$ cat src/include/alienRow_macros.svh
////////////////////////////////////////////////////////////////////////////
// screen size, alien geometry, colours and game limits
////////////////////////////////////////////////////////////////////////////
`ifndef ALIENROW_MACROS_SVH
`define ALIENROW_MACROS_SVH

`define SCREEN_W 160
`define SCREEN_H 120

`define ALIEN_COUNT 5
`define ALIEN_W 11 // right edge offset, 12 pixels wide
`define ALIEN_H 9 // bottom edge offset, 10 lines
`define ALIEN_PITCH 30
`define ROW_LEFT_X 10
`define ROW_START_Y 10

// left column of alien k
`define ALIEN_LEFT(k) (`ROW_LEFT_X + `ALIEN_PITCH * (k))

`define DROP_STEP 5
`define MAX_DROPS 18 // loss after this many drops

`define ALIEN_COLOUR 3'b010

`endif

$ cat src/hdl/alienRowPkg.sv
////////////////////////////////////////////////////////////////////////////
// shared types for the alien row: coordinates, colour, index, mask, score
////////////////////////////////////////////////////////////////////////////

package alienRowPkg;

	// screen column, 0..159
	typedef logic [7:0] coordX;

	// screen line, 0..119
	typedef logic [6:0] coordY;

	typedef logic [2:0] colour3;

	// alien number 0..4, also used as a counter up to 5
	typedef logic [2:0] alienIndex;

	typedef logic [4:0] alienMask; // bit set while alien alive

	typedef logic [2:0] scoreCount; // kills so far

endpackage

$ cat src/hdl/drawCmdIf.sv
////////////////////////////////////////////////////////////////////////////
// rectangle fill command from the row controller to the pixel painter
////////////////////////////////////////////////////////////////////////////
`timescale 1ns/1ps

interface drawCmdIf
	import alienRowPkg::*;
();
	logic start; // one cycle, painter idle
	coordX left;
	coordY top;
	coordX right;
	coordY bottom;
	colour3 fillColour;
	logic done; // one cycle after the last pixel

	modport ctrl (
		output start, left, top, right, bottom, fillColour,
		input done
	);

	modport painter (
		input start, left, top, right, bottom, fillColour,
		output done
	);

endinterface

$ cat src/hdl/targetIf.sv
////////////////////////////////////////////////////////////////////////////
// hit detection link between the row controller and the hit detector
////////////////////////////////////////////////////////////////////////////
`timescale 1ns/1ps

interface targetIf
	import alienRowPkg::*;
();
	logic armed; // level, controller waiting for shots
	coordY rowTop;
	logic consume; // hit taken this cycle

	logic hitValid;
	alienIndex hitIndex;
	alienMask aliveMask;

	modport ctrl (
		output armed, rowTop, consume,
		input hitValid, hitIndex, aliveMask
	);

	modport detector (
		input armed, rowTop, consume,
		output hitValid, hitIndex, aliveMask
	);

endinterface

$ cat src/hdl/hitDetector.sv
////////////////////////////////////////////////////////////////////////////
// shot against alien boxes, lowest live match wins; owns the alive mask
////////////////////////////////////////////////////////////////////////////
`timescale 1ns/1ps
`include "alienRow_macros.svh"

module hitDetector
	import alienRowPkg::*;
(
	input logic clk,
	input logic reset,
	input coordX shotX,
	input coordY shotY,
	targetIf.detector tgt
);

	alienMask inColumn;
	alienMask matchMask;
	alienMask aliveMask;
	logic inRow;

	// bounded above and below the row
	assign inRow = (shotY >= tgt.rowTop) && (shotY <= tgt.rowTop + `ALIEN_H);

	always_comb
	begin
		for (int k = 0; k < `ALIEN_COUNT; k++)
			inColumn[k] = (shotX >= `ALIEN_LEFT(k)) && (shotX <= `ALIEN_LEFT(k) + `ALIEN_W);
	end

	assign matchMask = inColumn & aliveMask & {`ALIEN_COUNT{inRow}};
	assign tgt.hitValid = tgt.armed && (matchMask != '0);

	// walk downwards so the lowest set bit is left standing
	always_comb
	begin
		tgt.hitIndex = '0;
		for (int k = `ALIEN_COUNT - 1; k >= 0; k--)
			if (matchMask[k])
				tgt.hitIndex = alienIndex'(k);
	end

	always_ff @(posedge clk)
	begin
		if (!reset)
			aliveMask <= '1; // whole row alive
		else if (tgt.consume)
			aliveMask[tgt.hitIndex] <= 1'b0;
	end

	assign tgt.aliveMask = aliveMask;

	// controller may only take a hit that is being reported
	consumeNeedsHit: assert property (@(posedge clk) disable iff (!reset)
		tgt.consume |-> tgt.hitValid)
		else $error("consume without a valid hit");

endmodule

$ cat src/hdl/dropTimer.sv
////////////////////////////////////////////////////////////////////////////
// cycles to the next row drop, and the count of drops made
////////////////////////////////////////////////////////////////////////////
`timescale 1ns/1ps
`include "alienRow_macros.svh"

module dropTimer #(
	parameter int dropPeriod = 1000
)
(
	input logic clk,
	input logic reset,
	input logic dropDone,
	output logic drop,
	output logic bottomReached
);

	localparam int countW = (dropPeriod > 1) ? $clog2(dropPeriod) : 1;
	localparam int dropW = $clog2(`MAX_DROPS + 1);

	logic [countW-1:0] count;
	logic [dropW-1:0] dropCount;
	logic atZero;
	logic wasZero; // zero already seen last cycle

	assign atZero = (count == '0);
	assign drop = atZero && !wasZero; // first cycle at zero only
	assign bottomReached = (dropCount == dropW'(`MAX_DROPS));

	always_ff @(posedge clk)
	begin
		if (!reset)
		begin
			count <= countW'(dropPeriod - 1);
			wasZero <= 1'b0;
			dropCount <= '0;
		end
		else
		begin
			wasZero <= atZero && !dropDone;
			if (dropDone)
			begin
				count <= countW'(dropPeriod - 1); // restart
				if (!bottomReached)
					dropCount <= dropCount + 1'b1;
			end
			else if (!atZero)
				count <= count - 1'b1; // parks at zero until acknowledged
		end
	end

	ackAfterDrop: assert property (@(posedge clk) disable iff (!reset)
		dropDone |-> (atZero && wasZero))
		else $error("drop acknowledged before it was raised");

endmodule

$ cat src/hdl/rowController.sv
////////////////////////////////////////////////////////////////////////////
// game FSM: row painting, hit erase, timed drop, score and end of game
////////////////////////////////////////////////////////////////////////////
`timescale 1ns/1ps
`include "alienRow_macros.svh"

module rowController
	import alienRowPkg::*;
(
	input logic clk,
	input logic reset,
	input logic drop,
	input logic bottomReached,
	output logic dropDone,
	output logic hit,
	output scoreCount score,
	output logic gameOver,
	output logic gameWon,
	targetIf.ctrl tgt,
	drawCmdIf.ctrl cmd
);

	typedef enum logic [2:0] {
		paintRow,
		armedWait,
		eraseAlien,
		eraseBand,
		lost,
		won
	} rowState;

	rowState state;
	coordY rowTop;
	logic dropPending;
	alienIndex alienCtr; // next alien to paint
	logic cmdBusy; // fill issued, done not yet seen
	alienMask shiftedMask;
	logic ctrLive;
	logic takeDrop;
	logic paintIssue;
	logic bandIssue;
	logic issue;
	coordX nextLeft;
	coordX nextRight;
	colour3 nextColour;

	assign shiftedMask = tgt.aliveMask >> alienCtr;
	assign ctrLive = shiftedMask[0];

	assign takeDrop = dropPending || drop;
	assign tgt.armed = (state == armedWait);
	assign tgt.rowTop = rowTop;
	// bottom first, then drop, then hit
	assign tgt.consume = tgt.armed && tgt.hitValid && !bottomReached && !takeDrop;

	assign paintIssue = (state == paintRow) && !cmdBusy &&
		(alienCtr != alienIndex'(`ALIEN_COUNT)) && ctrLive;
	assign bandIssue = tgt.armed && !bottomReached && takeDrop;
	assign issue = paintIssue || bandIssue || tgt.consume;

	// rectangle for whichever fill goes out this cycle
	always_comb
	begin
		nextLeft = coordX'(`ALIEN_LEFT(alienCtr));
		nextColour = `ALIEN_COLOUR;
		if (bandIssue)
		begin
			nextLeft = '0;
			nextColour = '0;
		end
		else if (tgt.consume)
		begin
			nextLeft = coordX'(`ALIEN_LEFT(tgt.hitIndex));
			nextColour = '0;
		end
		nextRight = bandIssue ? coordX'(`SCREEN_W - 1) : coordX'(nextLeft + `ALIEN_W);
	end

	always_ff @(posedge clk)
	begin
		if (issue)
		begin
			cmd.left <= nextLeft;
			cmd.top <= rowTop;
			cmd.right <= nextRight;
			cmd.bottom <= coordY'(rowTop + `ALIEN_H);
			cmd.fillColour <= nextColour;
		end
	end

	always_ff @(posedge clk)
	begin
		if (!reset)
		begin
			state <= paintRow;
			rowTop <= coordY'(`ROW_START_Y);
			dropPending <= 1'b0;
			alienCtr <= '0;
			cmdBusy <= 1'b0;
			cmd.start <= 1'b0;
			score <= '0;
			hit <= 1'b0;
			dropDone <= 1'b0;
			gameOver <= 1'b0;
			gameWon <= 1'b0;
		end
		else
		begin
			cmd.start <= issue;
			hit <= 1'b0;
			dropDone <= 1'b0;
			if (drop)
				dropPending <= 1'b1; // held until armed again
			if (issue)
				cmdBusy <= 1'b1;
			else if (cmd.done)
				cmdBusy <= 1'b0;

			case (state)
				paintRow:
				begin
					if (cmd.done)
						alienCtr <= alienCtr + 1'b1;
					else if (!cmdBusy)
					begin
						if (alienCtr == alienIndex'(`ALIEN_COUNT))
							state <= armedWait;
						else if (!ctrLive)
							alienCtr <= alienCtr + 1'b1; // skip dead alien
					end
				end
				armedWait:
				begin
					if (bottomReached)
					begin
						state <= lost;
						gameOver <= 1'b1;
					end
					else if (takeDrop)
					begin
						state <= eraseBand;
						dropPending <= 1'b0;
						dropDone <= 1'b1;
					end
					else if (tgt.consume)
					begin
						state <= eraseAlien;
						hit <= 1'b1;
						score <= score + 1'b1;
					end
				end
				eraseAlien:
				begin
					if (cmd.done)
					begin
						if (score == scoreCount'(`ALIEN_COUNT))
						begin
							state <= won;
							gameWon <= 1'b1;
						end
						else
							state <= armedWait;
					end
				end
				eraseBand:
				begin
					if (cmd.done)
					begin
						rowTop <= rowTop + coordY'(`DROP_STEP);
						alienCtr <= '0;
						state <= paintRow; // survivors at the new top
					end
				end
				lost, won:
					state <= state;
				default:
					state <= paintRow;
			endcase
		end
	end

	property startWaitsForDone;
		@(posedge clk) disable iff (!reset)
		cmd.start |=> (!cmd.start throughout cmd.done[->1]);
	endproperty

	noOverlappingStart: assert property (startWaitsForDone)
		else $error("fill command issued while one is outstanding");

	// the dropped row still has to fit
	rowOnScreen: assert property (@(posedge clk) disable iff (!reset)
		(state == eraseBand) |-> (rowTop + `ALIEN_H + `DROP_STEP < `SCREEN_H))
		else $error("row would drop off the screen");

endmodule

$ cat src/hdl/pixelPainter.sv
////////////////////////////////////////////////////////////////////////////
// rectangle fill, one pixel per cycle in raster order
////////////////////////////////////////////////////////////////////////////
`timescale 1ns/1ps

module pixelPainter
	import alienRowPkg::*;
(
	input logic clk,
	input logic reset,
	drawCmdIf.painter cmd,
	output coordX pixelX,
	output coordY pixelY,
	output colour3 pixelColour,
	output logic drawEn
);

	coordX rectLeft;
	coordX rectRight;
	coordY rectBottom;
	logic rowEnd;
	logic lastPixel;

	assign rowEnd = (pixelX == rectRight);
	assign lastPixel = rowEnd && (pixelY == rectBottom);

	// control: busy flag and done strobe
	always_ff @(posedge clk)
	begin
		if (!reset)
		begin
			drawEn <= 1'b0;
			cmd.done <= 1'b0;
		end
		else
		begin
			cmd.done <= drawEn && lastPixel;
			if (cmd.start)
				drawEn <= 1'b1;
			else if (lastPixel)
				drawEn <= 1'b0;
		end
	end

	// pixel walk, x then y
	always_ff @(posedge clk)
	begin
		if (cmd.start)
		begin
			rectLeft <= cmd.left;
			rectRight <= cmd.right;
			rectBottom <= cmd.bottom;
			pixelX <= cmd.left; // first pixel
			pixelY <= cmd.top;
			pixelColour <= cmd.fillColour;
		end
		else if (drawEn && !lastPixel)
		begin
			if (rowEnd)
			begin
				pixelX <= rectLeft;
				pixelY <= pixelY + 1'b1;
			end
			else
				pixelX <= pixelX + 1'b1;
		end
	end

	startWhileIdle: assert property (@(posedge clk) disable iff (!reset)
		cmd.start |-> !drawEn)
		else $error("fill started while painter busy");

endmodule

$ cat src/hdl/alienRow.sv
////////////////////////////////////////////////////////////////////////////
// alien row top level, detector, timer, controller and painter
////////////////////////////////////////////////////////////////////////////
`timescale 1ns/1ps

module alienRow
	import alienRowPkg::*;
#(
	parameter int dropPeriod = 1000 // cycles between drops
)
(
	input logic clk,
	input logic reset,
	input coordX shotX,
	input coordY shotY,
	output coordX pixelX,
	output coordY pixelY,
	output colour3 pixelColour,
	output logic drawEn,
	output logic hit,
	output scoreCount score,
	output logic gameOver,
	output logic gameWon
);

	logic drop;
	logic dropDone;
	logic bottomReached;

	targetIf tgt ();
	drawCmdIf cmd ();

	hitDetector uHitDetector (
		.clk(clk),
		.reset(reset),
		.shotX(shotX),
		.shotY(shotY),
		.tgt(tgt.detector)
	);

	dropTimer #(
		.dropPeriod(dropPeriod)
	) uDropTimer (
		.clk(clk),
		.reset(reset),
		.dropDone(dropDone),
		.drop(drop),
		.bottomReached(bottomReached)
	);

	rowController uRowController (
		.clk(clk),
		.reset(reset),
		.drop(drop),
		.bottomReached(bottomReached),
		.dropDone(dropDone),
		.hit(hit),
		.score(score),
		.gameOver(gameOver),
		.gameWon(gameWon),
		.tgt(tgt.ctrl),
		.cmd(cmd.ctrl)
	);

	pixelPainter uPixelPainter (
		.clk(clk),
		.reset(reset),
		.cmd(cmd.painter),
		.pixelX(pixelX),
		.pixelY(pixelY),
		.pixelColour(pixelColour),
		.drawEn(drawEn)
	);

endmodule

$ cat config.mk
export PLATFORM = sky130hd
export DESIGN_NAME = alienRow
export DESIGN_NICKNAME = d
export VERILOG_FILES = /design/src/hdl/alienRowPkg.sv /design/src/hdl/drawCmdIf.sv /design/src/hdl/targetIf.sv /design/src/hdl/hitDetector.sv /design/src/hdl/dropTimer.sv /design/src/hdl/rowController.sv /design/src/hdl/pixelPainter.sv /design/src/hdl/alienRow.sv
export VERILOG_INCLUDE_DIRS = /design/src /design/src/include
export SDC_FILE = /design/constraint.sdc
export NUM_CORES = 1
export LEC_CHECK = 0
export BUFFER_PORTS_ARGS = -buffer_cell sky130_fd_sc_hd__buf_4
export CAP_MARGIN = 10
export CORE_UTILIZATION = 60
export CTS_BUF_LIST = sky130_fd_sc_hd__clkbuf_16
export CTS_CLUSTER_DIAMETER = 150
export DETAILED_ROUTE_END_ITERATION = 10
export GPL_TIMING_DRIVEN = 0
export PLACE_DENSITY = 0.82
export SYNTH_ARGS = -nofsm -noshare
export SYNTH_HDL_FRONTEND = slang
export SYNTH_SLANG_ARGS = --single-unit
$ cat constraint.sdc
create_clock -name clk -period 7 [get_ports clk]
set_input_delay 0 -clock clk [delete_from_list [all_inputs] [get_ports clk]]
set_output_delay 0 -clock clk [all_outputs]
set_load 0.02 [all_outputs]
Word-level counts from Yosys, hierarchy flattened. Cells that the tools add are included.

Register bits after elaboration: 120. Logic and storage cells: 176.

Bitwise gates (word level): 9. $mul: 2. Shift-type cells: 1. Add/sub/neg operators: 11. Eq/ne operators: 20. Muxes and demuxes: 41. $lt $le $gt $ge: 14. Reductions and logical operators: 50.

Operators by type and width (count): 2-to-1 mux 3 bit (18); 2-to-1 mux 8 bit (5); less-or-equal comparator 7 x 32 -> 1 bit (1); logical AND 1 bit (21); 2-to-1 mux 7 bit (3); adder 4 x 8 -> 8 bit (first input constant) (2); greater-or-equal comparator 8 x 7 -> 1 bit (second input constant) (2); less-or-equal comparator 8 x 7 -> 1 bit (second input constant) (2); bitwise AND 5 bit (3); one-hot mux 3 bit (5 select lines) (1); multiplier 4 x 3 -> 7 bit (first input constant) (2); == test 3 bit (second input constant) (4); 2-to-1 mux 1 bit (11); logical NOT 10 bit (1); nonzero test 2 bit (5); subtractor 10 x 1 -> 10 bit (second input constant) (1); != test 3 x 2 -> 1 bit (second input constant) (3); adder 7 x 4 -> 8 bit (second input constant) (1); adder 8 x 1 -> 8 bit (second input constant) (1); adder 8 x 4 -> 8 bit (second input constant) (1); == test 8 bit (1); greater-or-equal comparator 8 x 4 -> 1 bit (second input constant) (1); greater-or-equal comparator 8 x 6 -> 1 bit (second input constant) (1); greater-or-equal comparator 8 bit (second input constant) (1); 36 further kinds (56).

Logic depth before layout (Yosys ltp). Gate-level depths: netlist of the first run.

Depth after elaboration: 15. Depth in mapped cells: 22. Depth with buffers taken out: 21.

By module. From an unflattened synthesis of the first run, not the netlist that was laid out.

Cells, all modules: 607. Area total of the unflattened synthesis: 6613.8 um^2.

Modules (own cells, without submodules): rowController (area an instance 2961.6 um^2, sequential area each 1331.3 um^2, cells an instance 270, times used 1); pixelPainter (area an instance 2031.9 um^2, sequential area each 1271.2 um^2, cells an instance 150, times used 1); hitDetector (area an instance 844.6 um^2, sequential area each 100.1 um^2, cells an instance 101, times used 1); dropTimer (area an instance 775.7 um^2, sequential area each 320.3 um^2, cells an instance 86, times used 1).

Worst setup path before layout of the first run. No wires, ideal clock.

Path kind: register to register. Start point: register uRowController.rowTop[2] (netlist: uRowController.tgt.rowTop[2]). End point: register uRowController.cmd.right[7] (data pin). Data arrival time: 4.938 ns. Slack: 1.795 ns. Required time: 6.734 ns. Stages on the path, launching flop included: 21. Cells stage by stage: dfxtp_1 clkbuf_1 and3_1 o21ai_0 xnor2_1 inv_1 ha_1 nand4_1 o21bai_1 a21boi_0 o31a_2 or3_2 inv_1 fa_1 ha_1 fa_1 a2111oi_4 nor2_2 xor2_2 nor4_1 mux2i_1.

Word-level cells in the longest chain between the ends: 14. Elaborated cells between the ends (all ways): 20. Classes of those cells: add/sub (3); mul (1); order compare (2); mux (7); bitwise (1); reduce/logical (6).

Ends and longest elaborated chain: from (decl) (RTL line rowController.sv:33) `coordY rowTop;`; from (signal assigned) (RTL line rowController.sv:96) `` rowTop <= coordY'(`ROW_START_Y); ``; from (signal assigned) (RTL line rowController.sv:169) `` rowTop <= rowTop + coordY'(`DROP_STEP); ``; adder 7 x 4 -> 8 bit (no source line); less-or-equal comparator 7 x 32 -> 1 bit (no source line); logical AND 1 bit * (RTL line hitDetector.sv:23) `` assign inRow = (shotY >= tgt.rowTop) && (shotY <= tgt.rowTop + `ALIEN_H); ``; bitwise AND 5 bit * (RTL line hitDetector.sv:31) `` assign matchMask = inColumn & aliveMask & {`ALIEN_COUNT{inRow}}; ``; 2-to-1 mux 3 bit (5 in a row) (RTL line hitDetector.sv:39) `if (matchMask[k])`; multiplier 4 x 3 -> 7 bit (no source line); adder 4 x 8 -> 8 bit (no source line); 2-to-1 mux 8 bit * (RTL line rowController.sv:71) `else if (tgt.consume)`; 2-to-1 mux 8 bit * (RTL line rowController.sv:66) `if (bandIssue)`; adder 8 x 4 -> 8 bit (no source line) *; to (signal assigned) (RTL line rowController.sv:85) `cmd.right <= nextRight;`; to (decl) (RTL line drawCmdIf.sv:18) `output start, left, top, right, bottom, fillColour,`.

Every way passes the cells marked *; elsewhere a longest branch is shown, timed or not. A chain may end at the register's enable or synchronous reset.

Worst setup path in the final report of the first run. Same ends and word-level chain as after synthesis.

==> key figures, run 1 <==
Final layout
  – Area growth from synthesis to layout: 11.9%
  – Antenna fix cells: 0
  – Fraction of layout cells with a size suffix above 1: 12.6%
  – Final #Nets: 690

Synthesis
  – Sequential area share after synthesis: 47.4%
  – Cell count after synthesis: 577
  – Largest family of logic cells by synthesized area: simple AND/OR/NAND/NOR gates
  – Number of synthesized flops with an enable pin: 66
  – Post-synthesis compound-gate area fraction: 12.2%
  – Simple-gate share of the synthesized area: 17.1%
  – Synth Cell Area: 6130 µm²
  – Most common cell in the netlist: edfxtp_1
  – Synth top area cells: edfxtp_1, dfxtp_1, ha_1
  – Adder-Cell Fraction of Synth Area: 9.93%
  – Synthesis warning total: 0
  – Commonest cells post-synth: edfxtp_1, nand2_1, dfxtp_1
  – Main synth FF type: edfxtp_1
  – Synth Area in XOR/XNOR: 8.27%
  – Synth top area share: 32.4%
  – Syn Area/Cell: 10.6 µm²
  – Mux share of post-synthesis cell area: 2.04%
  – Synth Register Bits: 112
  – Largest area contributor in the netlist: edfxtp_1
  – Ys async rst share: 0%
  – Cell variety after synth: 68

Power and ir drop
  – Switching share of power: 24.5%
  – Comb pwr share: 10.0%
  – Int Pwr: 0.00103 W
  – Overall power: 0.00136 W
  – Clock power frac: 34.4%
  – Seq pwr share: 55.6%
  – Sw Pwr: 0.000332 W
  – Cell Pwr Density: 198 nW/µm²
  – Peak VDD IR: 0.113 mV
  – Leakage: 2.77 nW

Worst setup path
  – Worst path slowest cell: o31ai_1
  – CP peak stage delay: 640 ps
  – Worst EP arrival: 6050 ps
  – Worst setup EP type: register
  – Ordered cell list for the critical path: clkbuf_1, and3_1, o21ai_0, xnor2_1, inv_1, ha_1, nand4_1, o21bai_1, a21boi_0, o31ai_1, nand3_1, inv_1, fa_1, ha_1, fa_1, xor2_1, nand2_1, nor2_1, xor2_1, mux2i_1, nor4_1, mux2i_1
  – Critical path type: reg2reg
  – Top Family by Delay on Critical Path: adder cells
  – Largest fanout on the critical path: 8
  – Worst setup SP type: register
  – CP bufs+invs: 3
  – CP required: 7080 ps

CTS
  – Clock sink count: 112
  – CTS Hold Bufs: 1
  – Reg clk slew, reported paths: 70 ps
  – Clock latency reported for the late side of the worst-skew pair: 340 ps
  – Root Driver: clkbuf_16
  – Number of CTS-inserted buffers: 9
  – Clk buf depth: 2
  – CTS tree: yes
  – Post-CTS setup buffer count: 0
  – Cts repair resizes: 0
  – H-tree depth: 3

Floorplanning
  – Die area: 10600 µm²
  – FP Rows: 36
  – Die Y: 103 µm
  – Initial Util: 62.4%
  – Ports: 42
  – Die W: 103 µm
  – Core area: 9820 µm²

Run
  – # Max-Cap Violations: 0

Min path
  – Min-delay worst type: in2reg

STA
  – Period utilization: 85.2%
  – Clock skew: 5.22 ps
  – Tmin final: 5960 ps
  – RSZ-0062 raised after global routing: no
  – Achievable Freq: 0.168 GHz
  – TNS Setup: 0 ps
  – Hold Violations, Final: 0
  – Max Slew Vio Count: 0
  – Slew @ Worst Pin: 1040 ps
  – Worst Slack Setup Final: 1040 ps
  – Rel. slew slack: 30.6%
  – Hold Slack: 405 ps
  – Endpoints failing setup: 0

Detailed routing
  – Vias/cell: 5.71
  – Final WL: 12200 µm
  – TritonRoute pass-1 iters: 5
  – Initial drt markers: 273
  – WL per Instance: 16.0 µm
  – Drc violations: 0
  – Final antenna-violating net count: 0
  – DR vias: 4376

GRT
  – Number of global-route vias before repair: 4281
  – Initial antenna violation count: 0
  – Largest net degree at the start of global routing: 30
  – GRT Total Usage: 25.0%
  – First-pass GRT wire length: 20200 µm
  – Total global routing overflow: 0

Place
  – Port Buf Inserts: 38
  – Placement Setup Slack: 1150 ps
  – Routability Congestion: 0.885
  – Post-detail-place hpwl: 9260 µm

Run status
  – Status: finished, final reports clean
==> sequential cells by signal, summed over array words and instances (netlist names), 3 cells and up <==
name and count:
uRowController.cmd.left 7, uRowController.alienCtr 3, uPixelPainter.pixelY 7, uPixelPainter.rectBottom 7, uHitDetector.tgt.aliveMask 5, uRowController.score 3, uDropTimer.count 10, uPixelPainter.rectLeft 7
uRowController.cmd.right 7, uRowController.tgt.rowTop 7, uPixelPainter.rectRight 7, uRowController.cmd.bottom 7, uRowController.cmd.top 7, uRowController.state 3, uDropTimer.dropCount 5, uPixelPainter.pixelX 8
==> placed cells by master, fill, tap and decap left out, types with 18 or more instances in the layout <==
cell,instances
a21oi_1,30
buf_4,41
dfxtp_1,46
edfxtp_1,66
ha_1,39
inv_1,33
nand2_1,48
nand3_1,18
nor2_1,43
o21ai_0,28
xnor2_1,36
xor2_1,20
==> metal layers <==
metal / wire, µm / GRT usage (%) / share of wire [%]
met5: 0 / 0 / 0
met4: 255 / 9.21 / 2.1
met3: 399 / 4.68 / 3.3
met2: 6070 / 43.4 / 50
met1: 5510 / 31.2 / 45
==> tightest hold or removal path, stage by stage <==
cell and delay [ps]:
buf_4 120, nand4_1 130, or3_1 190, ha_1 190, a21oi_1 70
==> power groups by stage <==
stage | registers, W | logic, W | clock network, W
floorplan | 0.000777 | 0.0000752 | 0
global placement | 0.000768 | 0.000130 | 0
detailed placement | 0.000770 | 0.000135 | 0
CTS | 0.000755 | 0.000136 | 0.000473
global route | 0.000759 | 0.000152 | 0.000500
finish | 0.000755 | 0.000136 | 0.000467
==> metrics by stage <==
stage	utilization [%]	cell area, µm²	cells
6_report	69.8	6860	766
5_1_grt	69.8	6860	766
4_1_cts	69.8	6860	766
3_5_place_dp	67.0	6580	749
3_3_place_gp	67.0	6580	749
2_1_floorplan	-	6130	578
==> final timing paths <==
path,from,end,slack [ps],cells after the start
setup / recovery,uRowController.tgt.rowTop[2],uRowController.cmd.right[7],1040,22
hold / removal,shotX[7],uHitDetector.tgt.aliveMask[0],410,5
setup reg to reg,uRowController.tgt.rowTop[2],uRowController.cmd.right[7],1040,22
hold reg to reg,uRowController.cmd.right[6],uPixelPainter.rectRight[6],420,0
==> cells by family (layout without fill, tap and decap cells) <==
group                      after synthesis  count (layout)
xor gates and xnor gates                57              57
AOI/OAI and AO/OA                      107             107
DFF                                    112             112
and+or+nand+nor                        198             198
buffers and inverters                   46             101
adders and majority gates               45              45
muxes                                   11              11
other                                    1               2
==> cell type report <==
class	instances	area (µm²)
Buffer	16	72.6
Clock buffer	9	225
Clock inverter	7	41.3
Fill cell	744	2960
Inverter	30	113
Multi-Input combinational cell	420	3040
Sequential cell	112	2900
Tap cell	133	166
Timing Repair Buffer	39	295
Power figures use the tool's default switching activity.
==> run 2, diff against run 1 <==
--- a/config.mk
+++ b/config.mk
@@ -11,9 +11,11 @@
 export CORE_UTILIZATION = 60
 export CTS_BUF_LIST = sky130_fd_sc_hd__clkbuf_16
 export CTS_CLUSTER_DIAMETER = 150
+export CTS_CLUSTER_SIZE = 40
 export DETAILED_ROUTE_END_ITERATION = 10
 export GPL_TIMING_DRIVEN = 0
 export PLACE_DENSITY = 0.82
 export SYNTH_ARGS = -nofsm -noshare
 export SYNTH_HDL_FRONTEND = slang
+export SYNTH_HIERARCHICAL = 1
 export SYNTH_SLANG_ARGS = --single-unit
==> run 2 against run 1 <==
Compared with the run above:
- power rose by 33%
- clock skew increased by 9.7 ps
- synthesized cell count rose by 5.2%
- largest cell class unchanged
- largest power group is now the clock network
==> key figures, run 2 <==
Floorplanning
  – Die area: 11400 µm²
  – Initial Util: 62.9%
  – Core area: 10500 µm²
  – Ports: 42
  – FP Rows: 37
  – Die Y: 107 µm
  – Die W: 107 µm

Worst setup path
  – R2R Setup Slk: 790 ps
  – Worst path slowest cell: fa_1
  – Largest fanout on the critical path: 10
  – Worst EP arrival: 6360 ps
  – Critical path type: reg2reg
  – Worst setup EP type: register
  – CP required: 7150 ps
  – Top Family by Delay on Critical Path: adder cells
  – Worst-case reg-to-reg path depth: 20
  – Ordered cell list for the critical path: ha_1, a21oi_1, nor3_1, xnor2_1, ha_1, and3_1, a221oi_2, a211oi_4, nor3_2, inv_1, fa_1, inv_1, ha_1, inv_1, fa_1, mux2_1, or3_1, a21oi_2, nand3_2, mux2_4
  – CP peak stage delay: 610 ps
  – FF-to-FF End: uRowController/cmd.right[7]
  – Reg-to-reg startpoint: uRowController/tgt.rowTop[0]
  – Critical path depth: 20
  – CP bufs+invs: 3
  – Worst setup SP type: register

Synthesis
  – Synth Cell Area: 6610 µm²
  – Ys async rst share: 0%
  – Largest family of logic cells by synthesized area: simple AND/OR/NAND/NOR gates
  – Mux share of post-synthesis cell area: 1.66%
  – Number of synthesized flops with an enable pin: 70
  – Commonest cells post-synth: edfxtp_1, dfxtp_1, inv_1, nor2_1, ha_1
  – Sequential area share after synthesis: 45.7%
  – Cell variety after synth: 88
  – Synth top area share: 31.8%
  – Synth top area cells: edfxtp_1, dfxtp_1, ha_1
  – Largest area contributor in the netlist: edfxtp_1
  – Cell count after synthesis: 607
  – Synth Register Bits: 116
  – Syn Area/Cell: 10.9 µm²
  – Most common cell in the netlist: edfxtp_1
  – Post-synthesis compound-gate area fraction: 13.5%
  – Main synth FF type: edfxtp_1
  – Synth Area in XOR/XNOR: 8.34%
  – Synthesis warning total: 6
  – Simple-gate share of the synthesized area: 17.4%
  – Adder-Cell Fraction of Synth Area: 9.00%

Min path
  – Hold path start: shotX[5]
  – Hold path depth: 4
  – WHS Endpoint: uHitDetector/tgt.aliveMask[2]
  – Min-delay worst type: in2reg

GRT
  – First-pass GRT wire length: 22900 µm
  – Number of global-route vias before repair: 4839
  – GRT Total Usage: 25.6%
  – Largest net degree at the start of global routing: 32
  – Total global routing overflow: 0
  – Initial antenna violation count: 0

Detailed routing
  – Initial drt markers: 421
  – Drc violations: 0
  – TritonRoute pass-1 iters: 6
  – Final WL: 14000 µm
  – Vias/cell: 6.03
  – DR vias: 4949
  – Final antenna-violating net count: 0
  – WL per Instance: 17.1 µm

Place
  – Port Buf Inserts: 40
  – Placement Setup Slack: 488 ps
  – Routability Congestion: 0.890
  – Post-detail-place hpwl: 9700 µm

Final layout
  – Fraction of layout cells with a size suffix above 1: 18.0%
  – Top reg by flops: uDropTimer/count
  – Area growth from synthesis to layout: 17.3%
  – Final #Nets: 733
  – FILL cells: 679
  – Most frequent cells in the layout: edfxtp_1, buf_4, dfxtp_1, inv_1, nor2_1
  – Most common cell after layout, fill and taps aside: edfxtp_1
  – Antenna fix cells: 0
  – Final design utilization: 73.8%
  – Max reg flops: 10

CTS
  – Clock latency reported for the late side of the worst-skew pair: 410 ps
  – H-tree depth: 4
  – Reg clk slew, reported paths: 60 ps
  – Post-CTS setup buffer count: 0
  – Clk buf depth: 2
  – Root Driver: clkbuf_16
  – Number of CTS-inserted buffers: 17
  – Clock sink count: 116
  – CTS tree: yes

Run status
  – Status: finished, final reports clean

STA
  – Worst Slack Setup Final: 787 ps
  – Period utilization: 88.8%
  – Clock skew: 14.9 ps
  – Achievable Freq: 0.161 GHz
  – Max Slew Vio Count: 0
  – Tmin final: 6210 ps
  – Hold Violations, Final: 0
  – Hold Slack: 61.9 ps
  – Endpoints failing setup: 0
  – RSZ-0062 raised after global routing: no
  – TNS Setup: 0 ps
  – Rel. slew slack: 47.3%
  – Slew @ Worst Pin: 790 ps

Run
  – # Max-Cap Violations: 0

Power and ir drop
  – Leakage: 3.15 nW
  – Cell Pwr Density: 233 nW/µm²
  – Peak VDD IR: 0.142 mV
run 2: per-stage QoR:
stage	instance area (µm²)	instances	power, W
after floorplan	6620	609	0.000892
after global placement	7090	785	0.000938
after detailed placement	7110	786	0.000947
after CTS	7720	820	0.00181
after global routing	7750	821	0.00187
final	7750	821	0.00180
run 2: kinds of logic (layout without fill, tap and decap cells):
group / Yosys count / count (layout)
AO/OA/AOI/OAI: 120 / 120
multiplexers: 9 / 9
adder cells (fa/ha/maj): 44 / 44
other: 2 / 4
buffers and inverters: 63 / 139
AND/OR/NAND/NOR: 190 / 190
flip-flops: 116 / 116
XOR/XNOR: 63 / 63
run 2: how the worst max path moves through the flow:
stage | slack [ps] | from | end
floorplan | 1420 | uRowController/tgt.rowTop[0] | uRowController/cmd.right[7]
global placement | 740 | uRowController/tgt.rowTop[0] | uRowController/cmd.right[7]
detailed placement | 490 | uRowController/tgt.rowTop[0] | uRowController/cmd.right[7]
CTS | 480 | uRowController/tgt.rowTop[0] | uRowController/cmd.right[7]
global route | 410 | uRowController/tgt.rowTop[0] | uRowController/cmd.right[7]
finish | 790 | uRowController/tgt.rowTop[0] | uRowController/cmd.right[7]
run 2: final cells by class:
cell class,instances,area (µm²),share of cell area (%)
plain buffers,19,118,1.52
clock buffers,17,425,5.49
clock inverters,15,166,2.15
inverters,44,165,2.13
multi-input cells,430,3320,42.9
flip-flops and latches,116,3020,39.0
well taps,136,170,2.19
repair buffers,44,363,4.68
run 2: repair_timing:
action                     in CTS  in global routing
hold endpoints to repair        7                  0
setup endpoints to repair       0                  1
hold buffers                    2                  0
gates resized for setup         0                  1
run 2: per-layer routing:
metal	GRT usage (%)	part of all wire, %
met5	0	0
met4	9.10	2.2
met3	6.26	5.4
met2	44.0	49
met1	31.4	43
run 2: worst register-to-register path: stages (launching register included):
cell	delay (ps)
dfxtp_1	590
ha_1	260
a21oi_1	100
nor3_1	210
xnor2_1	170
ha_1	290
and3_1	230
a221oi_2	440
a211oi_4	170
nor3_2	470
inv_1	150
fa_1	610
inv_1	80
ha_1	220
inv_1	70
fa_1	490
mux2_1	340
or3_1	360
a21oi_2	260
nand3_2	120
mux2_4	300
run 2: where the power goes:
| part | switching [W] | leakage (nW) | total (W) | internal [W] |
|---|---|---|---|---|
| clock network | 0.000307 | 0.283 | 0.000862 | 0.000555 |
| logic | 0.0000900 | 1.85 | 0.000159 | 0.0000686 |
| registers | 0.0000251 | 1.02 | 0.000782 | 0.000757 |
